===== config.mk =====
export PLATFORM = sky130hd
export DESIGN_NAME = board_bus_top
export DESIGN_NICKNAME = d
export VERILOG_FILES = /design/src/verilog/board_bus_pkg.sv /design/src/verilog/write_bus_arbiter.sv /design/src/verilog/read_data_router.sv /design/src/verilog/board_regs.sv /design/src/verilog/hub_regs.sv /design/src/verilog/board_bus_top.sv
export VERILOG_INCLUDE_DIRS = /design/src /design/src/verilog
export SDC_FILE = /design/constraint.sdc
export NUM_CORES = 1
export LEC_CHECK = 0
export ABC_AREA = 1
export BUFFER_PORTS_ARGS = -buffer_cell sky130_fd_sc_hd__buf_4
export CORE_MARGIN = 1.5
export CORE_UTILIZATION = 55
export CTS_CLUSTER_DIAMETER = 80
export DETAILED_ROUTE_END_ITERATION = 10
export GPL_TIMING_DRIVEN = 0
export PLACE_DENSITY_LB_ADDON = 0.12
export SETUP_SLACK_MARGIN = 0.05
export SLEW_MARGIN = 10
export SYNTH_ARGS = -nofsm -noshare
export SYNTH_HDL_FRONTEND = slang
export SYNTH_HIERARCHICAL = 1
export SYNTH_SLANG_ARGS = --single-unit

===== constraint.sdc =====
create_clock -name sysclk -period 4.71 [get_ports sysclk]
set_clock_uncertainty 0.05 [all_clocks]
set_input_delay 0.942 -clock sysclk [delete_from_list [all_inputs] [get_ports sysclk]]
set_output_delay 0.942 -clock sysclk [all_outputs]
set_load 0.005 [all_outputs]

===== src/verilog/board_bus_params.svh =====
/* address spaces, board register indices, status fields,
   firmware version, hub depth and watchdog prescale */
`ifndef BOARD_BUS_PARAMS_SVH
`define BOARD_BUS_PARAMS_SVH

// ----------------------------------------------------------
// address spaces, reg_addr[15:12]
// ----------------------------------------------------------
`define ADDR_MAIN           4'd0    // board registers and channel data
`define ADDR_HUB            4'd1    // hub quadlet memory

// ----------------------------------------------------------
// main space, channel 0 register index, reg_addr[3:0]
// ----------------------------------------------------------
`define REG_STATUS          4'd0    // board status and control
`define REG_WDOG            4'd3    // watchdog period
`define REG_VERSION         4'd4    // firmware version
`define REG_IPADDR          4'd11   // IP address

// status register fields
`define STATUS_LED_BIT      8       // LED control bit
`define STATUS_WDOG_CLR_BIT 9       // write 1 to clear the timeout flag

`define FW_VERSION          32'h0000_0008   // returned by REG_VERSION

`define HUB_QUADS           16      // hub memory depth in quadlets
`define WDOG_TICK           4       // clocks per watchdog period unit

`endif


===== src/verilog/board_bus_pkg.sv =====
/* register bus types: address, quadlet, block-write address,
   real-time address, sample address and sample channel */
package board_bus_pkg;

    // ----------------------------------------------------------
    // shared bus
    // ----------------------------------------------------------

    // [15:12] space, [7:4] channel, [3:0] register index
    typedef logic [15:0] reg_addr_t;

    typedef logic [31:0] reg_data_t;    // one quadlet

    // ----------------------------------------------------------
    // master side
    // ----------------------------------------------------------

    // real-time block writer, zero-extended onto the bus
    typedef logic [7:0]  bw_addr_t;

    typedef logic [3:0]  rt_addr_t;     // real-time write port address

    // ----------------------------------------------------------
    // data sampler
    // ----------------------------------------------------------
    typedef logic [5:0]  sample_addr_t; // sample buffer index
    typedef logic [3:0]  chan_t;        // channel being sampled

endpackage


===== src/verilog/write_bus_arbiter.sv =====
/* fixed-priority write bus selection (bw, eth, fw), real-time
   write port selection and sample request merging */
`timescale 1ns/1ps

module write_bus_arbiter (
    // real-time block writer, highest priority
    input  logic                        bw_write_en,
    input  logic                        bw_reg_wen,
    input  logic                        bw_blk_wen,
    input  logic                        bw_blk_wstart,
    input  board_bus_pkg::bw_addr_t     bw_reg_waddr,
    input  board_bus_pkg::reg_data_t    bw_reg_wdata,
    // Ethernet side
    input  logic                        eth_write_en,
    input  logic                        eth_reg_wen,
    input  logic                        eth_blk_wen,
    input  logic                        eth_blk_wstart,
    input  board_bus_pkg::reg_addr_t    eth_reg_waddr,
    input  board_bus_pkg::reg_data_t    eth_reg_wdata,
    // FireWire side, default owner
    input  logic                        fw_reg_wen,
    input  logic                        fw_blk_wen,
    input  logic                        fw_blk_wstart,
    input  board_bus_pkg::reg_addr_t    fw_reg_waddr,
    input  board_bus_pkg::reg_data_t    fw_reg_wdata,
    // real-time write requests
    input  logic                        eth_rt_wen,
    input  logic                        fw_rt_wen,
    input  board_bus_pkg::rt_addr_t     eth_rt_waddr,
    input  board_bus_pkg::rt_addr_t     fw_rt_waddr,
    input  board_bus_pkg::reg_data_t    eth_rt_wdata,
    input  board_bus_pkg::reg_data_t    fw_rt_wdata,
    // sampling requests
    input  logic                        eth_sample_start,
    input  logic                        fw_sample_start,
    input  logic                        sample_busy,
    input  logic                        eth_sample_read,
    input  logic                        fw_sample_read,
    input  board_bus_pkg::sample_addr_t eth_sample_raddr,
    input  board_bus_pkg::sample_addr_t fw_sample_raddr,
    // shared write bus
    output logic                        reg_wen,
    output logic                        blk_wen,
    output logic                        blk_wstart,
    output board_bus_pkg::reg_addr_t    reg_waddr,
    output board_bus_pkg::reg_data_t    reg_wdata,
    // real-time port
    output logic                        rt_wen,
    output board_bus_pkg::rt_addr_t     rt_waddr,
    output board_bus_pkg::reg_data_t    rt_wdata,
    // sampler
    output logic                        sample_start,
    output logic                        sample_read,
    output board_bus_pkg::sample_addr_t sample_raddr
);
    import board_bus_pkg::*;

    // ----------------------------------------------------------
    // write bus owner
    // ----------------------------------------------------------
    always_comb begin
        if (bw_write_en) begin
            reg_wen    = bw_reg_wen;
            blk_wen    = bw_blk_wen;
            blk_wstart = bw_blk_wstart;
            reg_waddr  = reg_addr_t'(bw_reg_waddr);    // upper byte zero
            reg_wdata  = bw_reg_wdata;
        end else if (eth_write_en) begin
            reg_wen    = eth_reg_wen;
            blk_wen    = eth_blk_wen;
            blk_wstart = eth_blk_wstart;
            reg_waddr  = eth_reg_waddr;
            reg_wdata  = eth_reg_wdata;
        end else begin                                  // fw when nobody else claims
            reg_wen    = fw_reg_wen;
            blk_wen    = fw_blk_wen;
            blk_wstart = fw_blk_wstart;
            reg_waddr  = fw_reg_waddr;
            reg_wdata  = fw_reg_wdata;
        end
    end

    // real-time port, eth wins only while it strobes
    assign rt_wen   = eth_rt_wen ? 1'b1 : fw_rt_wen;
    assign rt_waddr = eth_rt_wen ? eth_rt_waddr : fw_rt_waddr;
    assign rt_wdata = eth_rt_wen ? eth_rt_wdata : fw_rt_wdata;

    // ----------------------------------------------------------
    // sampler sharing
    // ----------------------------------------------------------
    assign sample_start = (eth_sample_start | fw_sample_start) & ~sample_busy; // no restart mid-run
    assign sample_read  = eth_sample_read | fw_sample_read;
    assign sample_raddr = eth_sample_read ? eth_sample_raddr : fw_sample_raddr;

endmodule


===== src/verilog/read_data_router.sv =====
/* read address selection between sampler, eth and fw, and
   registered read data steering by address space */
`timescale 1ns/1ps
`include "board_bus_params.svh"

module read_data_router (
    input  logic                     sysclk,
    input  logic                     reset,
    input  logic                     sample_busy,     // sampler owns the read address
    input  logic                     eth_read_en,     // eth owns the read address
    input  board_bus_pkg::chan_t     sample_chan,
    input  board_bus_pkg::reg_addr_t eth_reg_raddr,
    input  board_bus_pkg::reg_addr_t fw_reg_raddr,
    input  board_bus_pkg::reg_data_t hub_rdata,
    input  board_bus_pkg::reg_data_t board_rdata,
    input  board_bus_pkg::reg_data_t reg_rdata_ext,
    output board_bus_pkg::reg_addr_t reg_raddr,
    output board_bus_pkg::reg_data_t reg_rdata
);
    import board_bus_pkg::*;

    reg_data_t rdata_sel;       // quadlet for the current address
    logic      is_hub;          // hub space
    logic      is_main_chan0;   // board registers

    // ----------------------------------------------------------
    // read address owner
    // ----------------------------------------------------------
    always_comb begin
        if (sample_busy)
            reg_raddr = {`ADDR_MAIN, 4'd0, sample_chan, 4'd0};   // channel base, index 0
        else if (eth_read_en)
            reg_raddr = eth_reg_raddr;
        else
            reg_raddr = fw_reg_raddr;
    end

    // space decode
    assign is_hub        = (reg_raddr[15:12] == `ADDR_HUB);
    assign is_main_chan0 = (reg_raddr[15:12] == `ADDR_MAIN) && (reg_raddr[7:4] == 4'd0);

    always_comb begin
        if (is_hub)
            rdata_sel = hub_rdata;
        else if (is_main_chan0)
            rdata_sel = board_rdata;
        else
            rdata_sel = reg_rdata_ext;  // channel data and all other spaces
    end

    // ----------------------------------------------------------
    // one-clock read latency
    // ----------------------------------------------------------
    always_ff @(posedge sysclk) begin
        if (reset)
            reg_rdata <= '0;
        else
            reg_rdata <= rdata_sel;     // data for last cycle's reg_raddr
    end

endmodule


===== src/verilog/board_regs.sv =====
/* main space channel 0 registers (status, version, watchdog
   period, IP address) and the watchdog timer */
`timescale 1ns/1ps
`include "board_bus_params.svh"

module board_regs (
    input  logic                     sysclk,
    input  logic                     reset,
    input  logic                     reg_wen,
    input  logic                     wdog_clear,       // external timeout clear
    input  logic [3:0]               board_id,         // rotary switch
    input  board_bus_pkg::reg_addr_t reg_raddr,
    input  board_bus_pkg::reg_addr_t reg_waddr,
    input  board_bus_pkg::reg_data_t reg_wdata,
    input  board_bus_pkg::reg_data_t reg_rdata_ext,
    output board_bus_pkg::reg_data_t board_rdata,
    output logic                     wdog_timeout,
    output logic                     wdog_period_led
);
    import board_bus_pkg::*;

    localparam int TICK_W = $clog2(`WDOG_TICK);

    logic [15:0]       wdog_period;    // zero disables the watchdog
    reg_data_t         ip_address;
    reg_data_t         status_word;
    logic              status_wen;
    logic              wdog_wen;
    logic              ip_wen;
    logic              wdog_restart;
    logic              tick_last;
    logic [TICK_W-1:0] tick_cnt;       // prescaler
    logic [15:0]       unit_cnt;       // elapsed period units

    // ----------------------------------------------------------
    // write decode, full address match in channel 0
    // ----------------------------------------------------------
    assign status_wen = reg_wen && (reg_waddr == {`ADDR_MAIN, 8'h00, `REG_STATUS});
    assign wdog_wen   = reg_wen && (reg_waddr == {`ADDR_MAIN, 8'h00, `REG_WDOG});
    assign ip_wen     = reg_wen && (reg_waddr == {`ADDR_MAIN, 8'h00, `REG_IPADDR});

    always_ff @(posedge sysclk) begin
        if (reset) begin
            wdog_period     <= '0;
            wdog_period_led <= 1'b0;
            ip_address      <= '1;     // unassigned address
        end else begin
            if (status_wen)
                wdog_period_led <= reg_wdata[`STATUS_LED_BIT];
            if (wdog_wen)
                wdog_period <= reg_wdata[15:0];
            if (ip_wen)
                ip_address <= reg_wdata;
        end
    end

    // ----------------------------------------------------------
    // watchdog
    // ----------------------------------------------------------
    assign wdog_restart = reg_wen | wdog_clear | (wdog_period == 16'd0); // any bus write kicks
    assign tick_last    = (tick_cnt == TICK_W'(`WDOG_TICK - 1));

    always_ff @(posedge sysclk) begin
        if (reset || wdog_restart) begin
            tick_cnt <= '0;
            unit_cnt <= '0;
        end else if (unit_cnt != wdog_period) begin    // hold once expired
            tick_cnt <= tick_last ? '0 : tick_cnt + 1'b1;
            if (tick_last)
                unit_cnt <= unit_cnt + 16'd1;
        end
    end

    always_ff @(posedge sysclk) begin
        if (reset)
            wdog_timeout <= 1'b0;
        else if (wdog_clear || (status_wen && reg_wdata[`STATUS_WDOG_CLR_BIT]))
            wdog_timeout <= 1'b0;
        else if ((wdog_period != 16'd0) && (unit_cnt == wdog_period))
            wdog_timeout <= 1'b1;   // sticky until cleared
    end

    // ----------------------------------------------------------
    // read mux, indexed by reg_raddr[3:0]
    // ----------------------------------------------------------
    always_comb begin
        status_word                   = '0;
        status_word[27:24]            = board_id;
        status_word[`STATUS_LED_BIT]  = wdog_period_led;
        status_word[0]                = wdog_timeout;
    end

    always_comb begin
        case (reg_raddr[3:0])
            `REG_STATUS:  board_rdata = status_word;
            `REG_WDOG:    board_rdata = {16'd0, wdog_period};
            `REG_VERSION: board_rdata = `FW_VERSION;
            `REG_IPADDR:  board_rdata = ip_address;
            default:      board_rdata = reg_rdata_ext;   // board-specific registers
        endcase
    end

endmodule


===== src/verilog/hub_regs.sv =====
/* hub quadlet memory, bus written and combinationally read */
`timescale 1ns/1ps
`include "board_bus_params.svh"

module hub_regs (
    input  logic                     sysclk,
    input  logic                     reg_wen,
    input  board_bus_pkg::reg_addr_t reg_raddr,
    input  board_bus_pkg::reg_addr_t reg_waddr,
    input  board_bus_pkg::reg_data_t reg_wdata,
    output board_bus_pkg::reg_data_t hub_rdata
);
    import board_bus_pkg::*;

    localparam int IDX_W = $clog2(`HUB_QUADS);

    reg_data_t  hub_mem [`HUB_QUADS];   // one quadlet per index
    logic       hub_wen;

    // ----------------------------------------------------------
    // write port
    // ----------------------------------------------------------
    assign hub_wen = reg_wen && (reg_waddr[15:12] == `ADDR_HUB);

    always_ff @(posedge sysclk) begin
        if (hub_wen)
            hub_mem[reg_waddr[IDX_W-1:0]] <= reg_wdata;    // low bits index, rest ignored
    end

    // read port, router registers the result
    assign hub_rdata = hub_mem[reg_raddr[IDX_W-1:0]];

endmodule


===== src/verilog/board_bus_top.sv =====
/* register bus top: write arbiter, read router, board
   registers and hub memory */
`timescale 1ns/1ps

module board_bus_top (
    input  logic                        sysclk,
    input  logic                        reset,
    input  logic [3:0]                  board_id,
    // block writer
    input  logic                        bw_write_en,
    input  logic                        bw_reg_wen,
    input  logic                        bw_blk_wen,
    input  logic                        bw_blk_wstart,
    input  board_bus_pkg::bw_addr_t     bw_reg_waddr,
    input  board_bus_pkg::reg_data_t    bw_reg_wdata,
    // Ethernet
    input  logic                        eth_write_en,
    input  logic                        eth_reg_wen,
    input  logic                        eth_blk_wen,
    input  logic                        eth_blk_wstart,
    input  board_bus_pkg::reg_addr_t    eth_reg_waddr,
    input  board_bus_pkg::reg_data_t    eth_reg_wdata,
    input  logic                        eth_read_en,
    input  board_bus_pkg::reg_addr_t    eth_reg_raddr,
    input  logic                        eth_rt_wen,
    input  board_bus_pkg::rt_addr_t     eth_rt_waddr,
    input  board_bus_pkg::reg_data_t    eth_rt_wdata,
    input  logic                        eth_sample_start,
    input  logic                        eth_sample_read,
    input  board_bus_pkg::sample_addr_t eth_sample_raddr,
    // FireWire
    input  logic                        fw_reg_wen,
    input  logic                        fw_blk_wen,
    input  logic                        fw_blk_wstart,
    input  board_bus_pkg::reg_addr_t    fw_reg_waddr,
    input  board_bus_pkg::reg_data_t    fw_reg_wdata,
    input  board_bus_pkg::reg_addr_t    fw_reg_raddr,
    input  logic                        fw_rt_wen,
    input  board_bus_pkg::rt_addr_t     fw_rt_waddr,
    input  board_bus_pkg::reg_data_t    fw_rt_wdata,
    input  logic                        fw_sample_start,
    input  logic                        fw_sample_read,
    input  board_bus_pkg::sample_addr_t fw_sample_raddr,
    // sampler, external board, watchdog
    input  logic                        sample_busy,
    input  board_bus_pkg::chan_t        sample_chan,
    input  board_bus_pkg::reg_data_t    reg_rdata_ext,
    input  logic                        wdog_clear,
    // shared bus
    output logic                        reg_wen,
    output logic                        blk_wen,
    output logic                        blk_wstart,
    output board_bus_pkg::reg_addr_t    reg_waddr,
    output board_bus_pkg::reg_data_t    reg_wdata,
    output logic                        rt_wen,
    output board_bus_pkg::rt_addr_t     rt_waddr,
    output board_bus_pkg::reg_data_t    rt_wdata,
    output logic                        sample_start,
    output logic                        sample_read,
    output board_bus_pkg::sample_addr_t sample_raddr,
    output board_bus_pkg::reg_addr_t    reg_raddr,
    output board_bus_pkg::reg_data_t    reg_rdata,
    output logic                        wdog_timeout,
    output logic                        wdog_period_led
);
    import board_bus_pkg::*;

    reg_data_t hub_rdata;       // hub space read data
    reg_data_t board_rdata;     // channel 0 read data

    // ----------------------------------------------------------
    // bus sharing
    // ----------------------------------------------------------
    write_bus_arbiter write_bus_arbiter_inst (.*);

    read_data_router read_data_router_inst (.*);

    // ----------------------------------------------------------
    // register targets on the shared bus
    // ----------------------------------------------------------
    board_regs board_regs_inst (
        .sysclk, .reset, .reg_wen, .wdog_clear, .board_id,
        .reg_raddr, .reg_waddr, .reg_wdata, .reg_rdata_ext,
        .board_rdata, .wdog_timeout, .wdog_period_led
    );

    hub_regs hub_regs_inst (
        .sysclk, .reg_wen, .reg_raddr, .reg_waddr, .reg_wdata, .hub_rdata
    );

endmodule


==> results of run 1 <==
-- worst max-delay path, cell delays in order --
cell	delay (ps)
buf_4	120
inv_2	130
buf_2	240
o21ai_0	110
nor2_1	570
buf_2	420
buf_1	610
nand2_1	120
nand3_1	100
nand3_1	100
nand2_1	270
o21ai_0	260
nor2_1	410
-- cell usage in the layout, fill, tap and decap left out, types with 43 or more instances in the layout --
cell type | netlist | layout
nor2_1 | 179 | 163
buf_6 | 43 | 43
edfxtp_1 | 512 | 512
o21ai_0 | 65 | 65
dfxtp_1 | 100 | 100
a21oi_1 | 68 | 68
nand2_1 | 1186 | 1186
clkbuf_1 | 37 | 52
inv_1 | 562 | 562
clkbuf_16 | 0 | 71
buf_4 | 27 | 482
nand3_1 | 527 | 527
buf_2 | 70 | 70
-- power by group --
group          internal (uW)  total (uW)  switching (uW)
sequential              5960        5980            15.2
combinational            612        1730            1120
clock                   3010        5100            2090
-- area by class of cell --
| class | count | area, um^2 | share of cell area [%] |
|---|---|---|---|
| Buffer | 192 | 1261 | 3.414 |
| Antenna cell | 4 | 10.01 | 0.02710 |
| Sequential cell | 612 | 17380 | 47.04 |
| Inverter | 575 | 2171 | 5.877 |
| Timing Repair Buffer | 471 | 3796 | 10.28 |
| Clock buffer | 89 | 1874 | 5.074 |
| Clock inverter | 25 | 234.0 | 0.6334 |
| Multi-Input combinational cell | 2131 | 9346 | 25.30 |
| Tap cell | 696 | 870.8 | 2.357 |
-- per-stage QoR --
stage	hold WS, ps	instance area, um^2	util [%]	cells
global route	437.6	36940	68.51	4795
finish	411.0	36940	68.51	4795
floorplan	379.2	30040	-	3510
CTS	410.2	36930	68.49	4791
global placement	393.1	34320	63.65	4661
detailed placement	395.3	34820	64.58	4677
-- cells by family after synthesis --
group | after synthesis | share of synthesized area [%]
simple gates | 1964 | 27.60
buf+inv | 767 | 11.43
fa+ha+maj | 2 | 0.08330
compound gates | 165 | 3.033
flops | 612 | 57.85
-- flip-flops by register name, indices dropped and copies added (netlist names) --
register	count
board_regs_inst/unit_cnt	16
board_regs_inst/wdog_period_led	1
read_data_router_inst/reg_rdata	32
board_regs_inst/wdog_period	16
board_regs_inst/tick_cnt	2
board_regs_inst/wdog_timeout	1
board_regs_inst/ip_address	32
hub_regs_inst/hub_mem	512
-- routing by layer --
metal  share of wire (%)  global-route usage (%)  routed length (um)
met1                  36                   45.67               36650
met2                  47                   58.13               47130
met3                  11                   6.925               11350
met4                 6.1                   19.85                6161
met5               0.029                       0                  29
-- worst max path at each step --
stage	from	to	cells after the start
4_1_cts	sample_busy	read_data_router_inst/reg_rdata[16]$_SDFF_PP0_	13
5_1_grt	sample_busy	read_data_router_inst/reg_rdata[16]$_SDFF_PP0_	13
3_3_place_gp	bw_write_en	hub_regs_inst/hub_mem[1][20]$_DFFE_PP_	9
6_report	sample_busy	read_data_router_inst/reg_rdata[16]$_SDFF_PP0_	13
2_1_floorplan	eth_write_en	hub_regs_inst/hub_mem[0][0]$_DFFE_PP_	9
3_5_place_dp	sample_busy	read_data_router_inst/reg_rdata[16]$_SDFF_PP0_	13
==> impl_metrics.ini, run 1 <==
[outcome]
status = finished, final reports clean

[synth]
synth_warnings = 6
synth_seq_cells = 612
syn_nets = 3826
synth.area.top_cells = edfxtp_1, nand2_1, nand3_1
synth_area_leader_cell = edfxtp_1
synth-seq-area-share_pct = 57.85
synth_flop_cell = edfxtp_1
synth_common_cells = nand2_1, inv_1, nand3_1, edfxtp_1, nor2_1
async_reset_ff_share_pct = 0
synth_enable_flop_cells = 512
yosysMostFrequentCell = nand2_1
synth_top_area_share_pct = 51.19
synthDistinctLibCells = 40
syn_inst = 3510
avgSynthCellArea_um2 = 8.557
synth_area_um2 = 30040

[routing]
dr.pass1.iters = 6
ant_nets = 0
route.detailed.drc = 0
drtIter0Drc = 3185
vias = 26240
post_drt_via_cell_ratio = 5.472
avgRoutedWirePerCell_um = 21.13
wirelength_um = 101300

[die]
core_area_um2 = 53920
start_util_pct = 55.70
die-area_um2 = 56020
ios = 460
std_cell_rows = 85
fp.dieW_um = 236.7
chipHeight_um = 236.7

[cts]
cts.htree.levels = 3
root_buffer = clkbuf_16
post_cts_resized = 0
cts_sinks = 612
clk_path_buf_depth = 3
clock_latency_ps = 590
cts_setup_buffers = 0
cts_buffers = 66
hold_buffers = 0
clk_pin_slew_ps = 60
tritoncts = built

[sta]
tightest_slew_ps = 1251
grt_setup_unrepaired = no
fin_ws_ps = 690.9
period_needed_ps = 4019
slew_headroom_pct = 16.39
max_freq_ghz = 0.2488
period_share_pct = 85.33
hold_viol_final = 0
maxSlewViolCount = 0
setup_tns_ps = 0
setup_viol = 0

[power]
leakagePower_uw = 0.01734
p_total_uw = 12810
powerDensity_nw_per_um2 = 346.8
vdd_ir_drop_max_uv = 246.5

[worst_setup_path]
path_class = input pin to flip-flop
critPathLaunchType = input pin
r2r-end = read_data_router_inst/reg_rdata[16]$_SDFF_PP0_
critPathCaptureType = flip-flop
reg2reg_from = hub_regs_inst/hub_mem[1][16]$_DFFE_PP_
path_max_fanout = 10
critical_path_required_ps = 5110
r2r_slack_ps = 2770
r2r_cells = 8
worstPathArrival_ps = 4420

[cells_and_area]
area_growth_pct = 22.99
finalNetCount = 4365
fill_cells = 4293
drive_gt1_share_pct = 18.49

[global_route]
grt_pass1_wl_um = 149000
grt-ovfl-total = 0
grt_pass1_vias = 24700
grt_antenna_before_repair = 7
grt.total_usage_pct = 35.93
grt_max_degree = 25

[hold_path]
min_to = board_regs_inst/ip_address[6]$_SDFFE_PP1P_
hold_depth = 2
min_path_type = flip-flop to flip-flop
worstHoldStart = board_regs_inst/ip_address[6]$_SDFFE_PP1P_

[placed_design]
post-place-ws_ps = 361.3
io_buffers = 455
place.gp.congestion = 0.9585
hpwl_um = 72750

[run]
cap_violations = 0
No activity file was read; power rests on OpenSTA's default activity.
==> run 2, diff against run 1 <==
--- a/config.mk
+++ b/config.mk
@@ -13,7 +13,7 @@
 export CTS_CLUSTER_DIAMETER = 80
 export DETAILED_ROUTE_END_ITERATION = 10
 export GPL_TIMING_DRIVEN = 0
-export PLACE_DENSITY_LB_ADDON = 0.12
+export PLACE_DENSITY = 0.78
 export SETUP_SLACK_MARGIN = 0.05
 export SLEW_MARGIN = 10
 export SYNTH_ARGS = -nofsm -noshare
==> run 2 against run 1 <==
Maximum frequency is 2.1% lower. Wire length is 2.0% higher. Hold slack better by 2.0 ps. Cell count hardly changed. Sequential share of layout area is 0.14 points higher. Largest power group unchanged. Core utilization is 0.21 points lower. First-iteration DRC count is 9.1% higher.
==> impl_metrics.ini, run 2 (synthesis gave the netlist of run 1 again) <==
[power]
leakagePower_uw = 0.01728
powerDensity_nw_per_um2 = 340.2
vdd_ir_drop_max_uv = 268.3
p_total_uw = 12530

[sta]
period_needed_ps = 4107
grt_setup_unrepaired = no
tightest_slew_ps = 1090
maxSlewViolCount = 0
max_freq_ghz = 0.2435
period_share_pct = 87.19
hold_viol_final = 0
slew_headroom_pct = 27.14
setup_viol = 0

[routing]
route.detailed.drc = 0
ant_nets = 0
post_drt_via_cell_ratio = 5.575
dr.pass1.iters = 6
drtIter0Drc = 3474
avgRoutedWirePerCell_um = 21.57
wirelength_um = 103400
vias = 26720

[cts]
cts_sinks = 612
cts_buffers = 60
cts_setup_buffers = 0
tritoncts = built
clk_pin_slew_ps = 60
clock_latency_ps = 660
clk_path_buf_depth = 3
cts.htree.levels = 2
post_cts_resized = 0
root_buffer = clkbuf_16
hold_buffers = 0

[global_route]
grt-ovfl-total = 0
grt_antenna_before_repair = 1
grt_pass1_wl_um = 150900
grt_max_degree = 27
grt.total_usage_pct = 36.32
grt_pass1_vias = 25120

[die]
core_area_um2 = 53920
start_util_pct = 55.70
ios = 460
die-area_um2 = 56020
fp.dieW_um = 236.7
std_cell_rows = 85
chipHeight_um = 236.7

[worst_setup_path]
r2r_cells = 8
path_max_fanout = 10
reg2reg_from = hub_regs_inst/hub_mem[15][8]$_DFFE_PP_
critPathCaptureType = flip-flop
crit_start = sample_busy
critPathLaunchType = input pin
worstPathArrival_ps = 4560
path_class = input pin to flip-flop
critical_path_required_ps = 5160

[placed_design]
place_inst = 4679
io_buffers = 455
place.gp.congestion = 0.9812
hpwl_um = 75530

[cells_and_area]
final_cell_mix = nand2_1, inv_1, nand3_1
drive_gt1_share_pct = 18.40
largest_reg_flops = 512
area_growth_pct = 22.62
finalNetCount = 4361
final-instance-count-excl-fill = 4793
antenna_cells = 0
post-route-util_pct = 68.30
final_common_cell = nand2_1

[run]
cap_violations = 0

[hold_path]
hold_depth = 2
worstHoldStart = board_regs_inst/ip_address[26]$_SDFFE_PP1P_
min_path_type = flip-flop to flip-flop

[outcome]
status = finished, final reports clean
## run 2: cell type report
class	count	area, um^2
plain buffers	192	1261
clock inverters	41	412.9
repair buffers	473	3829
multi-input cells	2131	9346
clock buffers	73	1560
well taps	696	870.8
inverters	575	2171
flip-flops and latches	612	17380
fillers	4167	17090
## run 2: report_power, final
part	total [uW]	switching [uW]	internal [uW]	leakage (uW)
Clock	4800	2100	2700	0.000951
Sequential	5970	11.0	5960	0.00532
Combinational	1750	1140	613	0.0110
Total	12500	3250	9280	0.0173
## run 2: critical path, cell delays in order
cell      delay, ps
buf_4           150
inv_2           160
buf_2           270
o21ai_0         120
nor2_1          470
clkbuf_1        710
inv_1           380
buf_1           380
nand3_1         220
nand2_1          90
o21ai_0         540
nor2_1          110
## run 2: metrics by stage
step | hold WS, ps | instance area [um^2] | setup TNS (ps) | worst slack, ps
global placement | 390.1 | 34320 | -657010 | -1592
CTS | 412.1 | 36830 | 0 | 899.9
floorplan | 379.2 | 30040 | 0 | 780.5
finish | 413.0 | 36830 | 0 | 603.2
detailed placement | 396.3 | 34850 | 0 | 269.9
global route | 432.9 | 36830 | 0 | 736.1
## run 2: path summary, 6_finish.rpt
path | to | slack [ps]
max | read_data_router_inst/reg_rdata[8]$_SDFF_PP0_ | 600
max reg2reg | read_data_router_inst/reg_rdata[8]$_SDFF_PP0_ | 2920
min reg2reg | board_regs_inst/ip_address[26]$_SDFFE_PP1P_ | 410
min | board_regs_inst/ip_address[26]$_SDFFE_PP1P_ | 410
## run 2: layer usage
| layer | global-route usage (%) | up-vias | part of all wire, % |
|---|---|---|---|
| met2 | 57.08 | 1789 | 45 |
| met4 | 18.55 | 2 | 5.5 |
| met3 | 6.820 | 286 | 12 |
| li1 | - | 12280 | - |
| met1 | 48.40 | 12360 | 37 |
| met5 | 0 | - | 0.013 |
